File: config.mk
export PLATFORM = sky130hd
export DESIGN_NAME = sum_stage
export DESIGN_NICKNAME = d
export VERILOG_FILES = /design/src/hw/softmax_pkg.sv /design/src/hw/fp_add.sv /design/src/hw/sum_stage.sv
export SDC_FILE = /design/constraint.sdc
export NUM_CORES = 1
export LEC_CHECK = 0
export BUFFER_PORTS_ARGS = -buffer_cell sky130_fd_sc_hd__buf_2
export CORE_MARGIN = 2
export CORE_UTILIZATION = 60
export DETAILED_ROUTE_END_ITERATION = 7
export PLACE_DENSITY = 0.86
export SETUP_SLACK_MARGIN = 0.3
export SYNTH_ARGS = -nofsm -noshare
export SYNTH_HDL_FRONTEND = slang
export SYNTH_SLANG_ARGS = --single-unit
File: constraint.sdc
create_clock -name clk -period 25.9 [get_ports clk]
set_clock_uncertainty 0.05 [all_clocks]
set_input_delay 0 -clock clk [delete_from_list [all_inputs] [get_ports clk]]
set_output_delay 0 -clock clk [all_outputs]
set_load 0.01 [all_outputs]
File: src/hw/softmax_pkg.sv
// shared constants of the softmax exponent pipeline, imported by every rtl block
`default_nettype none

package softmax_pkg;

	// bfloat16 word: sign, 8-bit exponent, 7-bit stored mantissa
	localparam int FP_W     = 16;
	localparam int EXP_W    = 8;
	localparam int MAN_W    = 7;
	localparam int EXP_BIAS = 127;

	// field positions inside a word
	localparam int SIGN_POS = FP_W - 1;
	localparam int EXP_POS  = MAN_W;     // lsb of the exponent field

	// vector geometry
	localparam int VEC_LEN = 8;
	localparam int IDX_W   = $clog2(VEC_LEN);

	// exponent table, index is sign bit plus 8-bit magnitude
	localparam int LUT_ADDR_W = 9;
	localparam int LUT_DEPTH  = 512;

	localparam int SHIFT_W = 8;    // cfg_shift width

endpackage

`default_nettype wire

File: src/hw/fp_add.sv
// combinational bfloat16 adder, no denormals, truncating; used for subtract and accumulate
`default_nettype none

module fp_add (
	input  wire  [softmax_pkg::FP_W-1:0] a,
	input  wire  [softmax_pkg::FP_W-1:0] b,
	output logic [softmax_pkg::FP_W-1:0] y
);
	import softmax_pkg::*;

	logic             a_big;      // |a| >= |b|
	logic [FP_W-1:0]  big;
	logic [FP_W-1:0]  sml;
	logic             sub;        // signs differ
	logic [EXP_W-1:0] e_big;
	logic [EXP_W-1:0] e_sml;
	logic [EXP_W-1:0] e_diff;
	logic [MAN_W:0]   m_big;      // hidden one restored
	logic [MAN_W:0]   m_sml;
	logic [MAN_W:0]   m_align;    // small mantissa shifted to e_big
	logic [MAN_W+1:0] m_sum;      // carry on top
	logic [EXP_W-1:0] lz;
	logic [MAN_W:0]   m_norm;

	// leading zeros of a mantissa with hidden bit
	function automatic logic [EXP_W-1:0] lead_zeros(input logic [MAN_W:0] v);
		logic [EXP_W-1:0] n;
		logic             seen;
		n = '0;
		seen = 1'b0;
		for (int i = MAN_W; i >= 0; i--) begin
			if (v[i])
				seen = 1'b1;
			else if (!seen)
				n = n + 1'b1;
		end
		return n;
	endfunction

	//////////////////////////////////////////
	// order by magnitude and align
	//////////////////////////////////////////

	// exponent:mantissa compares as a magnitude
	assign a_big = a[FP_W-2:0] >= b[FP_W-2:0];
	assign big   = a_big ? a : b;
	assign sml   = a_big ? b : a;
	assign sub   = big[SIGN_POS] ^ sml[SIGN_POS];

	assign e_big   = big[EXP_POS +: EXP_W];
	assign e_sml   = sml[EXP_POS +: EXP_W];
	assign m_big   = {1'b1, big[MAN_W-1:0]};
	assign m_sml   = {1'b1, sml[MAN_W-1:0]};
	assign e_diff  = e_big - e_sml;
	assign m_align = m_sml >> e_diff;    // bits shifted out are dropped

	// magnitudes ordered, so the subtract never goes negative
	assign m_sum  = sub ? {1'b0, m_big} - {1'b0, m_align} : {1'b0, m_big} + {1'b0, m_align};
	assign lz     = lead_zeros(m_sum[MAN_W:0]);
	assign m_norm = m_sum[MAN_W:0] << lz;

	//////////////////////////////////////////
	// normalize
	//////////////////////////////////////////

	always_comb begin
		if (e_big == '0) begin
			y = '0;                                  // both operands zero
		end else if (e_sml == '0 || e_diff > EXP_W'(MAN_W)) begin
			y = big;                                 // small one is lost anyway
		end else if (!sub) begin
			if (m_sum[MAN_W+1])
				y = {big[SIGN_POS], e_big + 1'b1, m_sum[MAN_W:1]};   // carry, shift right
			else
				y = {big[SIGN_POS], e_big, m_sum[MAN_W-1:0]};
		end else if (m_sum == '0) begin
			y = '0;                                  // exact cancellation
		end else if (lz >= e_big) begin
			y = '0;                                  // underflow, flush
		end else begin
			y = {big[SIGN_POS], e_big - lz, m_norm[MAN_W-1:0]};
		end
	end

endmodule

`default_nettype wire

File: src/hw/sum_stage.sv
// output stage that registers the exponent stream and accumulates each vector's sum
`default_nettype none

module sum_stage (
	input  wire                          clk,
	input  wire                          rst,
	input  wire  [softmax_pkg::FP_W-1:0] rdata,
	input  wire                          rd_valid,
	input  wire                          rd_last,
	output logic [softmax_pkg::FP_W-1:0] odata,
	output logic                         odata_valid,
	output logic                         odata_last,
	output logic [softmax_pkg::FP_W-1:0] sum
);
	import softmax_pkg::*;

	logic [FP_W-1:0] acc_sum;   // sum + new exponent
	logic            first;     // next exponent opens a vector

	fp_add u_acc (
		.a (rdata),
		.b (sum),
		.y (acc_sum)
	);

	always_ff @(posedge clk or posedge rst) begin
		if (rst) begin
			odata_valid <= 1'b0;
			odata_last <= 1'b0;
			first <= 1'b1;
			sum <= '0;
		end else begin
			odata_valid <= rd_valid;
			odata_last <= rd_last;
			if (rd_valid) begin
				first <= rd_last;
				sum <= first ? rdata : acc_sum;   // restart on a new vector
			end
		end
	end

	always_ff @(posedge clk) begin
		if (rd_valid)
			odata <= rdata;
	end

	a_last_has_valid: assert property (@(posedge clk) disable iff (rst)
		odata_last |-> odata_valid);

endmodule

`default_nettype wire

==> run summary <==
number of antenna violations at the first check in global routing = 0
Hold WC Path Type = in -> reg
Post-Route Setup TNS = 0 ps
Worst-Skew Late Latency = 290 ps
crit share post-route = 0.546
Final ANT Viol Nets = 0
status = finished clean
Core ar. = 0.00822 mm2
post-synthesis sequential area ratio = 0.188
Setup crit start kind = flip-flop
Storage cell area = 957 um2
CTS tree = yes
DPL Wire Length = 11,700 um
Avg Cell Area, Syn = 7.71 um2
fin nets = 769
Synth Cell Area = 0.00509 mm2
htree depth = 2
Worst-path clk slew = 80 ps
CTS buffer count = 5
Finished Layout Cells = 815
final setup fails = 0
n_diodes = 0
Endpoint, Worst Hold = odata_valid$_DFF_PP0_
port bufs = 53
synthesis-to-layout area growth = 11.0%
placer congestion estimate = 1.02
Max Fclk = 0.0707 GHz
max cap viols = 0
row count = 33
number of global-route vias before repair = 5,097
layout cells sized above 1 = 0.141
total number of vias = 5,594
critical path arrival = 14,230 ps
Worst path slowest cell = a2111o_4
Multi-input gate area = 0.00381 mm2
Cells after DPL = 789
worst hold stages = 1
chip height = 96.1 um
CP Class = reg -> reg
worst-margin pin slew = 1040 ps
Worst R2R Path Depth = 64
Cell variety after synth = 93
Rel. slew slack = 0.304
Yosys reg bits = 35
RSZ-0062 raised after global routing = false
grt total ovfl = 0
CP Max Fanout = 20
GRT Overall Usage = 0.346
die width = 96.1 um
DIE AREA = 0.00923 mm2
Syn. warnings = 0
vias per cell = 6.86
Syn Inst Count = 660
worst hold margin = 183 ps
crit end category = flip-flop
RR Startpoint = sum[12]$_DFFE_PP0P_
DR WL/cell = 19.3 um
pin count of the biggest net entering global routing = 45
Fillers = 684
Initial DRT Pass Iterations = 5
Hold Fails Final Rpt = 0
EDFF count, synth = 16
first-pass GRT wire length = 25,200 um
Initial DRC Count = 643
max incr delay on CP = 550 ps
post-cts sizing count = 0
residual DRC count = 0
Boundary Pins = 54
clk buf depth = 2
initial core utilization = 0.619
wirelength, routed = 15,700 um
worst min-delay path startpoint = rd_valid
Slew Limit Fails = 0
Main synth FF type = dfrtp_1
Period minus WS final = 14,140 ps
ys async rst share = 0.543
fin util = 0.687
CTS sink cnt = 35
CP Launch Point = sum[12]$_DFFE_PP0P_
r2r setup slk = 11,760 ps
clk root buf = clkbuf_8
Required @ worst endpoint = 25,990 ps
reg2reg end = sum[4]$_DFFE_PP0P_
==> critical path: cells and delay by family, from the launching register on <==
kind | cells | cell delay, ps
buffers and inverters | 3 | 310
flip-flops | 1 | 450
AO/OA/AOI/OAI | 22 | 4890
XOR/XNOR | 3 | 290
AND/OR/NAND/NOR | 25 | 4910
adder cells (fa/ha/maj) | 9 | 2670
multiplexers | 2 | 390
==> how the worst max path moves through the flow <==
stage                          to  slack, ps
6_report       sum[4]$_DFFE_PP0P_      11760
5_1_grt        sum[4]$_DFFE_PP0P_      10730
4_1_cts        sum[4]$_DFFE_PP0P_      12120
3_5_place_dp   sum[4]$_DFFE_PP0P_      12170
3_3_place_gp   sum[4]$_DFFE_PP0P_      12800
2_1_floorplan  sum[7]$_DFFE_PP0P_      14150
==> cell usage after synthesis (all sizes together) (3+ instances only) <==
master | n | area, um2
nand3b | 3 | 22.5
a31oi | 17 | 119
o211ai | 5 | 42.5
mux4 | 5 | 113
buf | 9 | 65.1
o31a | 4 | 35.0
mux2i | 17 | 170
nor4 | 8 | 65.1
o21bai | 4 | 30.0
or2 | 3 | 18.8
nand4 | 6 | 43.8
ha | 38 | 475
edfxtp | 16 | 480
a311oi | 3 | 26.3
o31ai | 3 | 27.5
and2 | 10 | 62.6
o311ai | 3 | 33.8
a211oi | 6 | 45.0
nand2b | 6 | 37.5
clkbuf | 25 | 96.3
a21oi | 52 | 260
o221ai | 6 | 52.6
o21a | 4 | 37.5
mux2 | 3 | 33.8
nor2 | 52 | 205
inv | 45 | 169
a31o | 5 | 43.8
and3 | 12 | 75.1
xnor2 | 20 | 175
nand2 | 64 | 248
o2bb2ai | 3 | 32.5
o21ai | 58 | 302
dfrtp | 18 | 450
a221oi | 4 | 35.0
xor2 | 13 | 114
a32oi | 3 | 26.3
nor3 | 13 | 70.1
nand3 | 32 | 165
nor2b | 10 | 62.6
a21o | 13 | 97.6
==> through the flow <==
| stage | setup slack (ps) | instance area [um2] |
|---|---|---|
| 2_1_floorplan | 14150 | 5090 |
| 3_3_place_gp | 12800 | 5360 |
| 3_5_place_dp | 12170 | 5360 |
| 4_1_cts | 12120 | 5650 |
| 5_1_grt | 10730 | 5650 |
| 6_report | 11760 | 5650 |
==> cells in the final DEF (no fill, tap or decap), types with 15 or more instances in the layout <==
cell / n
edfxtp_1: 16
a21oi_1: 52
dlygate4sd3_1: 18
xnor2_1: 19
ha_1: 38
buf_2: 53
a31oi_1: 15
mux2i_1: 17
nand2_1: 63
inv_1: 45
dfrtp_1: 18
nor2_1: 50
o21ai_0: 49
nand3_1: 31
==> timing repair <==
action                    4_1_cts  5_1_grt
hold endpoints to repair       36        0
hold buffers                   18        0
setup buffers                   0        0
==> cell type report <==
cell class / count / share of cell area
Clock buffer: 7 / 0.0173
Clock inverter: 1 / 0.00133
Inverter: 46 / 0.0306
Multi-Input combinational cell: 546 / 0.674
Sequential cell: 35 / 0.169
Tap cell: 105 / 0.0233
Timing Repair Buffer: 75 / 0.0842
==> logic make-up (layout without fill, tap and decap cells) <==
family	after synthesis	after routing	share of synthesized area
adders and majority gates	41	41	0.103
AOI/OAI and AO/OA	218	218	0.297
and+or+nand+nor	227	227	0.226
xor gates and xnor gates	33	33	0.0568
other	1	2	0.000737
muxes	25	25	0.0622
DFF	35	35	0.188
buffers and inverters	80	129	0.0657
==> metal layers <==
| layer | up-vias | GRT usage | part of all wire |
|---|---|---|---|
| met2 | 392 | 0.543 | 0.44 |
| met3 | 62 | 0.0572 | 0.10 |
| met1 | 2592 | 0.467 | 0.41 |
| met5 | - | 0 | 0 |
| li1 | 2548 | - | - |
| met4 | 0 | 0.150 | 0.043 |
==> registers in the layout, summed over array words and instances, names as in the netlist <==
name	cells
odata_last	1
odata	16
odata_valid	1
sum	16
first	1
Power is left out: the tool's default activity adds up to more than one toggle a clock period on the data nets, which glitch-free logic cannot reach.
