### src/hw/softmax_pkg.sv
// shared constants of the softmax exponent pipeline, imported by every rtl block
`default_nettype none

package softmax_pkg;

	// bfloat16 word: sign, 8-bit exponent, 7-bit stored mantissa
	localparam int FP_W     = 16;
	localparam int EXP_W    = 8;
	localparam int MAN_W    = 7;
	localparam int EXP_BIAS = 127;

	// field positions inside a word
	localparam int SIGN_POS = FP_W - 1;
	localparam int EXP_POS  = MAN_W;     // lsb of the exponent field

	// vector geometry
	localparam int VEC_LEN = 8;
	localparam int IDX_W   = $clog2(VEC_LEN);

	// exponent table, index is sign bit plus 8-bit magnitude
	localparam int LUT_ADDR_W = 9;
	localparam int LUT_DEPTH  = 512;

	localparam int SHIFT_W = 8;    // cfg_shift width

endpackage

`default_nettype wire

### src/hw/elem_if.sv
// link from the max stage to the subtract stage, one buffered element per cycle
`default_nettype none

interface elem_if;
	import softmax_pkg::*;

	logic [FP_W-1:0] elem;   // replayed element
	logic [FP_W-1:0] vmax;   // max of the vector being replayed
	logic            valid;
	logic            last;   // final element of the vector

	modport src (
		output elem,
		output vmax,
		output valid,
		output last
	);

	modport dst (
		input elem,
		input vmax,
		input valid,
		input last
	);

endinterface

`default_nettype wire

### src/hw/max_stage.sv
// first pipeline stage, buffers each input vector, finds its max and replays the elements
`default_nettype none

module max_stage (
	input  wire                          clk,
	input  wire                          rst,
	input  wire  [softmax_pkg::FP_W-1:0] idata,
	input  wire                          idata_valid,
	elem_if.src                          out
);
	import softmax_pkg::*;

	logic [FP_W-1:0]  elem_buf [VEC_LEN];
	logic [IDX_W-1:0] wr_idx;
	logic             wr_last;     // input closes a vector
	logic [FP_W-1:0]  run_max;
	logic [FP_W-1:0]  max_now;     // running max with idata folded in
	logic [FP_W-1:0]  vmax_q;
	logic [IDX_W-1:0] rd_idx;
	logic             rd_active;
	logic             rd_end;

	// signed ordering: sign first, then exponent, then mantissa
	function automatic logic fp_gt(input logic [FP_W-1:0] x, input logic [FP_W-1:0] y);
		logic mag_gt;
		logic mag_lt;
		mag_gt = {x[EXP_POS +: EXP_W], x[MAN_W-1:0]} > {y[EXP_POS +: EXP_W], y[MAN_W-1:0]};
		mag_lt = {x[EXP_POS +: EXP_W], x[MAN_W-1:0]} < {y[EXP_POS +: EXP_W], y[MAN_W-1:0]};
		if (x[SIGN_POS] != y[SIGN_POS])
			return y[SIGN_POS];                     // positive beats negative
		else if (x[SIGN_POS])
			return mag_lt;                          // both negative, smaller magnitude wins
		else
			return mag_gt;
	endfunction

	//////////////////////////////////////////
	// write side and running max
	//////////////////////////////////////////

	assign wr_last = idata_valid && wr_idx == IDX_W'(VEC_LEN - 1);
	// first element of a vector seeds the max
	assign max_now = (wr_idx == '0 || fp_gt(idata, run_max)) ? idata : run_max;

	always_ff @(posedge clk or posedge rst) begin
		if (rst) begin
			wr_idx <= '0;
		end else if (idata_valid) begin
			wr_idx <= wr_last ? '0 : wr_idx + 1'b1;
		end
	end

	always_ff @(posedge clk) begin
		if (idata_valid) begin
			elem_buf[wr_idx] <= idata;
			run_max <= max_now;
		end
		if (wr_last)
			vmax_q <= max_now;    // held for the whole replay
	end

	//////////////////////////////////////////
	// replay
	//////////////////////////////////////////

	assign rd_end = rd_idx == IDX_W'(VEC_LEN - 1);

	always_ff @(posedge clk or posedge rst) begin
		if (rst) begin
			rd_active <= 1'b0;
			rd_idx <= '0;
		end else if (wr_last) begin
			rd_active <= 1'b1;     // vector complete, start from entry 0
			rd_idx <= '0;
		end else if (rd_active) begin
			rd_active <= !rd_end;
			rd_idx <= rd_end ? '0 : rd_idx + 1'b1;
		end
	end

	// old entry is read before a following vector overwrites it at the same edge
	assign out.elem  = elem_buf[rd_idx];
	assign out.vmax  = vmax_q;
	assign out.valid = rd_active;
	assign out.last  = rd_active && rd_end;

	// a following vector must never overtake the replay in the buffer
	a_rd_ahead: assert property (@(posedge clk) disable iff (rst)
		rd_active |-> rd_idx >= wr_idx);

endmodule

`default_nettype wire

### src/flat_wrapper.sv
// flat-port wrapper written by rule: the top's interface ports become plain ports
module max_stage_flat import softmax_pkg::*;
  (clk, rst, idata, idata_valid, out_elem, out_vmax, out_valid, out_last);
  elem_if out_i ();
  input  wire clk;
  input  wire rst;
  input  wire  [softmax_pkg::FP_W-1:0] idata;
  input  wire idata_valid;
  output wire logic [$bits(out_i.elem)-1:0] out_elem;
  output wire logic [$bits(out_i.vmax)-1:0] out_vmax;
  output wire logic [$bits(out_i.valid)-1:0] out_valid;
  output wire logic [$bits(out_i.last)-1:0] out_last;
  assign out_elem = out_i.elem;
  assign out_vmax = out_i.vmax;
  assign out_valid = out_i.valid;
  assign out_last = out_i.last;
  max_stage u_core (.clk(clk), .rst(rst), .idata(idata), .idata_valid(idata_valid), .out(out_i));
endmodule
### config.mk
export PLATFORM = sky130hd
export DESIGN_NAME = max_stage_flat
export DESIGN_NICKNAME = d
export VERILOG_FILES = /design/src/hw/softmax_pkg.sv /design/src/hw/elem_if.sv /design/src/hw/max_stage.sv /design/src/flat_wrapper.sv
export SDC_FILE = /design/constraint.sdc
export NUM_CORES = 1
export LEC_CHECK = 0
export ABC_AREA = 1
export BUFFER_PORTS_ARGS = -buffer_cell sky130_fd_sc_hd__buf_2
export CORE_UTILIZATION = 45
export CTS_BUF_LIST = sky130_fd_sc_hd__clkbuf_4 sky130_fd_sc_hd__clkbuf_8
export CTS_CLUSTER_SIZE = 8
export DETAILED_ROUTE_END_ITERATION = 8
export PLACE_DENSITY = 0.69
export SLEW_MARGIN = 10
export SYNTH_ARGS = -nofsm -noshare
export SYNTH_HDL_FRONTEND = slang
export SYNTH_SLANG_ARGS = --single-unit
### constraint.sdc
create_clock -name clk -period 2.1 [get_ports clk]
set_input_delay 0.42 -clock clk [delete_from_list [all_inputs] [get_ports clk]]
set_output_delay 0.42 -clock clk [all_outputs]
set_load 0.02 [all_outputs]
==> results.sh, run 1 <==
export IMPL_antenna_found_initial=0
export IMPL_start_util=0.459
export IMPL_status="complete, but fails checks"
export IMPL_ys_seq_area_frac=0.716
export IMPL_instances_no_fill=865
export IMPL_clk_latency_ns=0.44
export IMPL_rows=45
export IMPL_route_met3_wl_um=847
export IMPL_synthToLayoutAreaGrowth_pct=19.7
export IMPL_remaining_drc_errors=0
export IMPL_yosysUniqueCellTypes=22
export IMPL_portBuffers=52
export IMPL_hp_class="input pin to flip-flop"
export IMPL_synth_compound_area_frac=0.0835
export IMPL_drive_above_1_share=0.210
export IMPL_power_leakage_uw=0.00320
export IMPL_numCtsBuffers=17
export IMPL_relSlewSlack=0.559
export IMPL_antenna_left=0
export IMPL_synth_xor_area_frac=0
export IMPL_ys_ff_latch=167
export IMPL_max_freq_mhz=419
export IMPL_cp_arrival_ns=1.96
export IMPL_ctsHtreeMaxLevel=4
export IMPL_utilization=0.550
export IMPL_avgSynthCellArea_um2=12.0
export IMPL_finalWirelength_um=15200
export IMPL_grt_pass1_vias=4465
export IMPL_min_period_ns=2.38
export IMPL_period_share=1.14
export IMPL_critPathRequiredTime_ns=1.68
export IMPL_ios=53
export IMPL_setup_ws_ns=-0.285
export IMPL_end_kind="primary output"
export IMPL_drv_slew=0
export IMPL_drt_wirelength_per_cell_um=17.5
export IMPL_vdd_drop_max_uv=798
export IMPL_cellPowerDensity_nw_per_um2=1370
export IMPL_grt_ovfl_total=0
export IMPL_violations="negative setup slack"
export IMPL_cp_start_kind="flip-flop"
export IMPL_synth_top_family_by_area="simple AND/OR/NAND/NOR gates"
export IMPL_grt_first_pass_wirelength_um=23300
export IMPL_power_total_uw=11400
export IMPL_postSynthCellCount=577
export IMPL_fin_skew_ns=0.00723
export IMPL_criticalPathCategory="flip-flop to primary output"
export IMPL_tns_ns=-3.67
export IMPL_synth_nets=616
export IMPL_synth_mux_area_frac=0
export IMPL_hold_violations=0
export IMPL_hpwl_um=9380
export IMPL_setup_viol=17
export IMPL_track_usage=0.196
export IMPL_placed_cells=827
export IMPL_cts_path_max_buffers=2
export IMPL_drt_iter0_markers=337
export IMPL_cts_root_buffer="clkbuf_8"
export IMPL_wl_met2_um=7660
export IMPL_grt_max_degree=37
export IMPL_crit_fanout=18
export IMPL_cts_tree="done"
export IMPL_maxUsedRoutingLayer="met4"
export IMPL_syn_area_um2=6950
export IMPL_yosys_area_share_simple=0.127
export IMPL_core_area_um2=15100
export IMPL_drt_met1_wl_um=6470
export IMPL_place_congestion=0.806
export IMPL_tightest_slew_ns=0.660
export IMPL_cts_sinks=167
export IMPL_drv_cap=0
export IMPL_first_pass_iters=5
export IMPL_path_clk_slew_ns=0.08
export IMPL_n_antenna_cell=0
export IMPL_synthAdderAreaFrac=0.0360
export IMPL_viasPerCell=5.40
export IMPL_dieArea_um2=15900
export IMPL_die_height_um=126
export IMPL_via_count=4667
export IMPL_yosys_warnings=0
export IMPL_rsz0062_at_grt="true"
export IMPL_die_x_um=126
export IMPL_num_nets_final=703
[cell usage in the layout (no fill, tap or decap), types with 2 or more instances in the layout]
cell type / count
a21oi_1: 3
a21oi_2: 2
a31oi_1: 13
a31oi_2: 3
buf_12: 6
buf_2: 39
buf_4: 45
buf_6: 2
bufinv_16: 6
clkbuf_4: 5
clkbuf_8: 17
clkinv_1: 2
clkinvlp_4: 2
dfrtp_1: 6
edfxtp_1: 160
ha_1: 20
inv_1: 32
inv_2: 2
nand2_1: 66
nand2_2: 2
nand3_1: 23
nand3_2: 2
nor2_1: 122
o21ai_0: 63
o21ai_1: 8
o22ai_1: 15
[worst max-delay path, stage by stage (launching register included)]
cell        delay [ns]
dfrtp_2           0.47
clkinvlp_4        0.16
buf_12            0.16
nor2_1            0.05
o22ai_1           0.17
nor2_1            0.05
a31oi_1           0.23
buf_2             0.22
[layout make-up]
type	count	area [um^2]
tap	188	235
sequential	167	4980
inverter	35	135
fill	1149	6820
clock buffer	22	272
multi-input combinational	348	1770
timing repair buffer	95	728
clock inverter	10	200
[report_power, final]
group	switching, uW	leakage [uW]	internal [uW]
clock	1070	0.000237	1590
combinational	2730	0.00141	1630
sequential	184	0.00155	4220
total	3980	0.00320	7440
[registers in the layout, indices dropped and copies added (netlist names)]
| signal | count |
|---|---|
| u_core.run_max | 16 |
| u_core.out.vmax | 16 |
| u_core.rd_idx | 3 |
| u_core.out.valid | 1 |
| u_core.wr_idx | 3 |
| u_core.elem_buf | 128 |
[kinds of logic (layout without fill, tap and decap cells)]
kind of cell	Yosys count	count (layout)
AND/OR/NAND/NOR	220	220
flip-flops	167	167
AO/OA/AOI/OAI	108	108
buffers and inverters	62	162
adder cells (fa/ha/maj)	20	20
[cell usage after synthesis]
master    instances  area share
buf_1             1     0.00054
nor2_1          123       0.066
dfrtp_1           7       0.025
nand3_1          24       0.017
buf_4             1      0.0011
and3_1            1     0.00090
clkbuf_1         17      0.0092
buf_8             1      0.0022
o22ai_1          16       0.014
nand2_2           1     0.00090
nor2_2            1     0.00090
inv_1            34       0.018
a21oi_1           5      0.0036
buf_2             7      0.0050
inv_2             1     0.00054
nand3_2           1      0.0014
ha_1             20       0.036
edfxtp_1        160        0.69
o21ai_0          71       0.051
nand2_1          67       0.036
a31oi_1          16       0.014
nand2_4           2      0.0032
[worst paths after layout]
| check | cells past startpoint | slack [ns] | start | endpoint |
|---|---|---|---|---|
| max in group asynchronous | 3 | 1.40 | rst | u_core.rd_idx[0] |
| hold reg to reg | 2 | 0.62 | u_core.run_max[11] | u_core.run_max[11] |
| hold / removal | 1 | 0.30 | idata[15] | u_core.elem_buf[5][15] |
| min in group asynchronous | 3 | 0.45 | rst | u_core.wr_idx[0] |
| setup / recovery | 7 | -0.28 | u_core.rd_idx[0] | out_elem[13] |
| setup reg to reg | 13 | 0.12 | u_core.run_max[6] | u_core.run_max[3] |
[routing by layer]
layer,GRT usage,vias to the layer above
met5,0,-
met4,0.0709,0
met3,0.0426,20
met2,0.335,143
met1,0.247,2296
li1,-,2208
[per-stage QoR]
stage / hold slack (ns) / setup WS (ns) / area [um^2]
3_3_place_gp: 0.364 / 0.0120 / 7660
3_5_place_dp: 0.378 / -0.0231 / 7660
5_1_grt: 0.312 / -0.354 / 8320
2_1_floorplan: 0.223 / 0.175 / 6950
6_report: 0.305 / -0.285 / 8320
4_1_cts: 0.280 / -0.286 / 8250
[repair_timing]
item,4_1_cts,5_1_grt
hold buffers,1,0
gates resized for setup,21,18
endpoints found under the hold margin,7,0
setup endpoints to repair,17,49
buffers inserted,1,3
pin swaps,1,2
cloned,1,0
Note: power is estimated with default switching activity, not from simulation.
==> inputs of run 2 (changes only) <==
--- a/config.mk
+++ b/config.mk
@@ -7,11 +7,13 @@
 export LEC_CHECK = 0
 export ABC_AREA = 1
 export BUFFER_PORTS_ARGS = -buffer_cell sky130_fd_sc_hd__buf_2
+export CELL_PAD_IN_SITES_DETAIL_PLACEMENT = 0
+export CELL_PAD_IN_SITES_GLOBAL_PLACEMENT = 1
 export CORE_UTILIZATION = 45
 export CTS_BUF_LIST = sky130_fd_sc_hd__clkbuf_4 sky130_fd_sc_hd__clkbuf_8
 export CTS_CLUSTER_SIZE = 8
 export DETAILED_ROUTE_END_ITERATION = 8
-export PLACE_DENSITY = 0.69
+export PLACE_DENSITY_LB_ADDON = 0.05
 export SLEW_MARGIN = 10
 export SYNTH_ARGS = -nofsm -noshare
 export SYNTH_HDL_FRONTEND = slang
==> run 2 against run 1 <==
  * The run still ends with negative setup slack left
  * Total power rose by 9.4%
  * First-iteration DRC count up 6.8%
  * Count of clock-buffer cells in the layout up 1
  * Cell area grew 6.6%
  * Via count is 2.4% higher
  * Global-route usage is 2.5 points higher
  * Maximum frequency grew 0.73%
  * Wire length is 17% higher
  * Clock power decreased by 4%
  * Sequential power barely moved
  * Final cell count increased by 2.8%
  * Critical path type unchanged
  * Largest power group is now combinational cells
  * Highest routed layer unchanged
==> results.sh, run 2 (synthesized netlist as in run 1, its figures left out) <==
export IMPL_cellPowerDensity_nw_per_um2=1410
export IMPL_place_congestion=0.761
export IMPL_grt_ovfl_total=0
export IMPL_hpwl_um=10200
export IMPL_first_pass_iters=5
export IMPL_clk_latency_ns=0.45
export IMPL_die_height_um=126
export IMPL_criticalPathCategory="flip-flop to primary output"
export IMPL_rsz0062_at_grt="true"
export IMPL_final_area_um2=8870
export IMPL_setup_viol=17
export IMPL_power_leakage_uw=0.00342
export IMPL_grt_pass1_vias=4495
export IMPL_top_register="u_core.elem_buf"
export IMPL_max_freq_mhz=422
export IMPL_rrSetupSlack_ns=0.13
export IMPL_drt_iter0_markers=360
export IMPL_utilization=0.586
export IMPL_status="complete, but fails checks"
export IMPL_cts_path_max_buffers=2
export IMPL_track_usage=0.221
export IMPL_dieArea_um2=15900
export IMPL_vdd_drop_max_uv=602
export IMPL_start_util=0.459
export IMPL_n_antenna_cell=0
export IMPL_via_count=4780
export IMPL_dp_slack_ns=-0.0212
export IMPL_numCtsBuffers=17
export IMPL_rows=45
export IMPL_cts_sinks=167
export IMPL_die_x_um=126
export IMPL_finalWirelength_um=17700
export IMPL_grt_first_pass_wirelength_um=25400
export IMPL_violations="negative setup slack"
export IMPL_grt_max_degree=35
export IMPL_fin_skew_ns=0.00725
export IMPL_remaining_drc_errors=0
export IMPL_tightest_slew_ns=0.709
export IMPL_crit_fanout=5
export IMPL_hold_violations=0
export IMPL_largest_reg_flops=128
export IMPL_setup_ws_ns=-0.267
export IMPL_antenna_found_initial=0
export IMPL_drv_cap=0
export IMPL_drive_above_1_share=0.290
export IMPL_cts_root_buffer="clkbuf_8"
export IMPL_layout_commonest_cell="edfxtp_1"
export IMPL_holdWs_ns=0.333
export IMPL_critPathRequiredTime_ns=1.68
export IMPL_ctsHtreeMaxLevel=4
export IMPL_cp_start_kind="flip-flop"
export IMPL_cp_arrival_ns=1.95
export IMPL_end_kind="primary output"
export IMPL_relSlewSlack=0.527
export IMPL_drv_slew=0
export IMPL_hp_class="input pin to flip-flop"
export IMPL_ios=53
export IMPL_num_nets_final=727
export IMPL_core_area_um2=15100
export IMPL_viasPerCell=5.38
export IMPL_layout_common_cells="edfxtp_1, nor2_1, nand2_1, buf_4, o21ai_0"
export IMPL_min_period_ns=2.37
export IMPL_drt_wirelength_per_cell_um=19.9
export IMPL_antenna_left=0
export IMPL_cts_tree="done"
export IMPL_placed_area_um2=7680
export IMPL_path_clk_slew_ns=0.08
export IMPL_synthToLayoutAreaGrowth_pct=27.6
export IMPL_period_share=1.13
export IMPL_portBuffers=52
run 2: area by class of cell:
type,instances,area [um^2]
Inverter,35,144
Sequential cell,167,4980
Tap cell,188,235
Timing Repair Buffer,118,1090
Multi-Input combinational cell,349,1970
Clock buffer,23,298
Fill cell,1253,6280
Clock inverter,9,150
run 2: worst paths after layout:
check / start / to / depth (start not counted)
worst max-delay path: u_core.rd_idx[0] / out_elem[14] / 8
worst min-delay path: idata[1] / u_core.elem_buf[2][1] / 2
worst max register to register: u_core.run_max[6] / u_core.run_max[2] / 14
worst min register to register: u_core.run_max[1] / u_core.out.vmax[1] / 2
max in group asynchronous: rst / u_core.rd_idx[1] / 3
min in group asynchronous: rst / u_core.wr_idx[1] / 3
run 2: routing by layer:
metal	wire length, um	track usage	vias up	part of all wire
met5	0	0	-	0
met4	331	0.0907	0	0.019
met3	698	0.0430	21	0.040
met2	8330	0.339	113	0.47
met1	8300	0.312	2381	0.47
li1	-	-	2265	-
run 2: power breakdown:
group	switching, uW	internal (uW)
Clock	1120	1430
Sequential	196	4220
Combinational	3190	2340
run 2: critical path, stage by stage, from the launching register on:
cell and delay [ns]:
dfrtp_2 0.45, clkinvlp_4 0.11, buf_12 0.14, clkbuf_16 0.15
o21ai_4 0.05, o22ai_2 0.13, nor2_1 0.07, a31oi_1 0.19
buf_2 0.20
run 2: timing repair:
item                                    4_1_cts  5_1_grt
buffers inserted                              1       15
hold buffers                                  1        0
hold endpoints to repair                      7        0
gates resized for setup                      22       97
pin swaps                                     0       30
cloned                                        2        9
endpoints found under the setup margin       17       49
run 2: through the flow:
| stage | TNS, ns | total power [uW] | instances |
|---|---|---|---|
| after CTS | -3.50 | 11300 | 867 |
| after global routing | -5.67 | 13200 | 889 |
| final | -3.41 | 12500 | 889 |
| after detailed placement | -0.0995 | 8440 | 831 |
| after global placement | 0 | 8370 | 831 |
| after floorplan | 0 | 6990 | 577 |
==> inputs of run 3 (changes only) <==
--- a/config.mk
+++ b/config.mk
@@ -9,9 +9,9 @@
 export BUFFER_PORTS_ARGS = -buffer_cell sky130_fd_sc_hd__buf_2
 export CELL_PAD_IN_SITES_DETAIL_PLACEMENT = 0
 export CELL_PAD_IN_SITES_GLOBAL_PLACEMENT = 1
-export CORE_UTILIZATION = 45
+export CORE_UTILIZATION = 34
 export CTS_BUF_LIST = sky130_fd_sc_hd__clkbuf_4 sky130_fd_sc_hd__clkbuf_8
-export CTS_CLUSTER_SIZE = 8
+export CTS_CLUSTER_SIZE = 16
 export DETAILED_ROUTE_END_ITERATION = 8
 export PLACE_DENSITY_LB_ADDON = 0.05
 export SLEW_MARGIN = 10
==> run 3 against run 2 <==
  * The flow still finishes with violations (negative setup slack)
  * Via count down 2.7%
  * Critical path depth down 1
  * Worst hold slack better by 0.0067 ns
  * Register-to-register slack worse by 0.11 ns
  * Sequential power about the same
  * Die area up 32%
  * Clock skew up 0.0016 ns
  * Sequential share of layout area up 0.20 points
  * Total power down 3.6%
  * Worst setup slack better by 0.028 ns
  * Final cell count up 7.8%
  * Wire length up 4.6%
  * Largest cell class unchanged
  * Largest power group unchanged
==> results.sh, run 3 (synthesized netlist as in run 1, its figures left out) <==
export IMPL_cp_arrival_ns=1.92
export IMPL_cts_root_buffer="clkbuf_8"
export IMPL_path_cells="clkinv_4, buf_4, nor2_1, o22ai_1, nor2_1, a31oi_1, buf_4"
export IMPL_r2r_end="u_core.out.vmax[6]"
export IMPL_start_util=0.351
export IMPL_drive_above_1_share=0.304
export IMPL_grt_first_pass_wirelength_um=27400
export IMPL_drt_wirelength_per_cell_um=19.3
export IMPL_instances_no_fill=958
export IMPL_synthToLayoutAreaGrowth_pct=27.1
export IMPL_end_kind="primary output"
export IMPL_final_area_um2=8840
export IMPL_route_met3_wl_um=688
export IMPL_fin_skew_ns=0.00886
export IMPL_place_congestion=0.709
export IMPL_status="complete, but fails checks"
export IMPL_drv_cap=0
export IMPL_vdd_drop_max_uv=601
export IMPL_violations="negative setup slack"
export IMPL_numCtsBuffers=17
export IMPL_drv_slew=0
export IMPL_slowest_delay_ns=0.50
export IMPL_finalWirelength_um=18500
export IMPL_antenna_left=0
export IMPL_clk_latency_ns=0.45
export IMPL_viasPerCell=4.86
export IMPL_n_fill_cell=1893
export IMPL_setup_viol=17
export IMPL_crit_path_top_delay_cell="dfrtp_2"
export IMPL_utilization=0.447
export IMPL_layout_commonest_cell="edfxtp_1"
export IMPL_criticalPathCategory="flip-flop to primary output"
export IMPL_hpwl_um=11100
export IMPL_track_usage=0.176
export IMPL_power_leakage_uw=0.00334
export IMPL_r2r_cells=14
export IMPL_cts_tree="done"
export IMPL_drt_met1_wl_um=8520
export IMPL_ctsHtreeMaxLevel=4
export IMPL_hp_start="idata_valid"
export IMPL_setup_ws_ns=-0.240
export IMPL_maxUsedRoutingLayer="met4"
export IMPL_layout_common_cells="edfxtp_1, nor2_1, o21ai_0, buf_4, buf_2"
export IMPL_tightest_slew_ns=0.767
export IMPL_rows=51
export IMPL_first_pass_iters=4
export IMPL_cellPowerDensity_nw_per_um2=1360
export IMPL_num_nets_final=719
export IMPL_max_freq_mhz=427
export IMPL_cp_start_kind="flip-flop"
export IMPL_wl_met2_um=9020
export IMPL_dp_slack_ns=-0.110
export IMPL_hold_violations=0
export IMPL_top_register="u_core.elem_buf"
export IMPL_die_x_um=145
export IMPL_cts_path_max_buffers=2
export IMPL_dieArea_um2=21000
export IMPL_rsz0062_at_grt="true"
export IMPL_worstHoldEndpoint="u_core.wr_idx[2]"
export IMPL_portBuffers=52
export IMPL_grt_pass1_vias=4605
export IMPL_placed_cells=910
export IMPL_period_share=1.11
export IMPL_hp_class="input pin to flip-flop"
export IMPL_grt_max_degree=34
export IMPL_via_count=4653
export IMPL_reg2reg_from="u_core.run_max[9]"
export IMPL_remaining_drc_errors=0
export IMPL_crit_start="u_core.rd_idx[0]"
export IMPL_ios=53
export IMPL_n_antenna_cell=0
export IMPL_min_period_ns=2.34
export IMPL_largest_reg_flops=128
export IMPL_die_height_um=145
export IMPL_grt_ovfl_total=0
export IMPL_antenna_found_initial=0
export IMPL_drt_iter0_markers=253
export IMPL_rrSetupSlack_ns=0.02
export IMPL_core_area_um2=19800
export IMPL_relSlewSlack=0.488
export IMPL_holdPathStages=3
export IMPL_cts_sinks=167
export IMPL_critPathRequiredTime_ns=1.68
export IMPL_path_clk_slew_ns=0.09
export IMPL_crit_fanout=9
export IMPL_placed_area_um2=7780
[run 3: power by group]
part	internal [uW]	switching, uW
sequential	4220	198
combinational	2010	3090
clock	1300	1220
total	7530	4520
[run 3: final cells by class]
class	count	area [um^2]	share of cell area
Clock buffer	17	234	0.0265
Clock inverter	15	198	0.0224
Inverter	35	139	0.0157
Multi-Input combinational cell	349	2040	0.230
Sequential cell	167	4980	0.564
Tap cell	265	332	0.0375
Timing Repair Buffer	110	917	0.104
[run 3: how the worst max path moves through the flow]
| stage | to | cells past startpoint | slack [ns] |
|---|---|---|---|
| global placement | u_core.out.vmax[11] | 14 | -0.07 |
| finish | out_elem[2] | 7 | -0.24 |
| global route | out_elem[13] | 7 | -0.36 |
| CTS | out_elem[4] | 7 | -0.26 |
| detailed placement | u_core.run_max[11] | 14 | -0.11 |
| floorplan | out_elem[11] | 7 | 0.18 |
[run 3: layer usage]
layer	track usage	vias up
met5	0	-
met4	0.0543	0
met3	0.0292	12
met2	0.296	75
met1	0.233	2318
li1	-	2248
[run 3: what timing repair did]
action / in CTS / in global routing
hold endpoints to repair: 7 / 0
buffers inserted: 0 / 9
cloned: 1 / 5
pin swaps: 2 / 22
gates resized for setup: 21 / 104
hold buffers: 1 / 0
setup endpoints to repair: 17 / 49
[run 3: worst max-delay path: cells and delay by family, from the launching register on]
kind	cells	cell delay [ns]
AO/OA/AOI/OAI	2	0.36
flip-flops	1	0.50
buffers and inverters	3	0.49
AND/OR/NAND/NOR	2	0.11
[run 3: per-stage QoR]
step | hold WS, ns | TNS [ns] | power, uW
2_1_floorplan | 0.223 | 0 | 6990
3_3_place_gp | 0.358 | -1.57 | 8450
3_5_place_dp | 0.367 | -3.17 | 8520
4_1_cts | 0.307 | -3.66 | 11300
5_1_grt | 0.328 | -7.33 | 12800
6_report | 0.339 | -3.34 | 12000
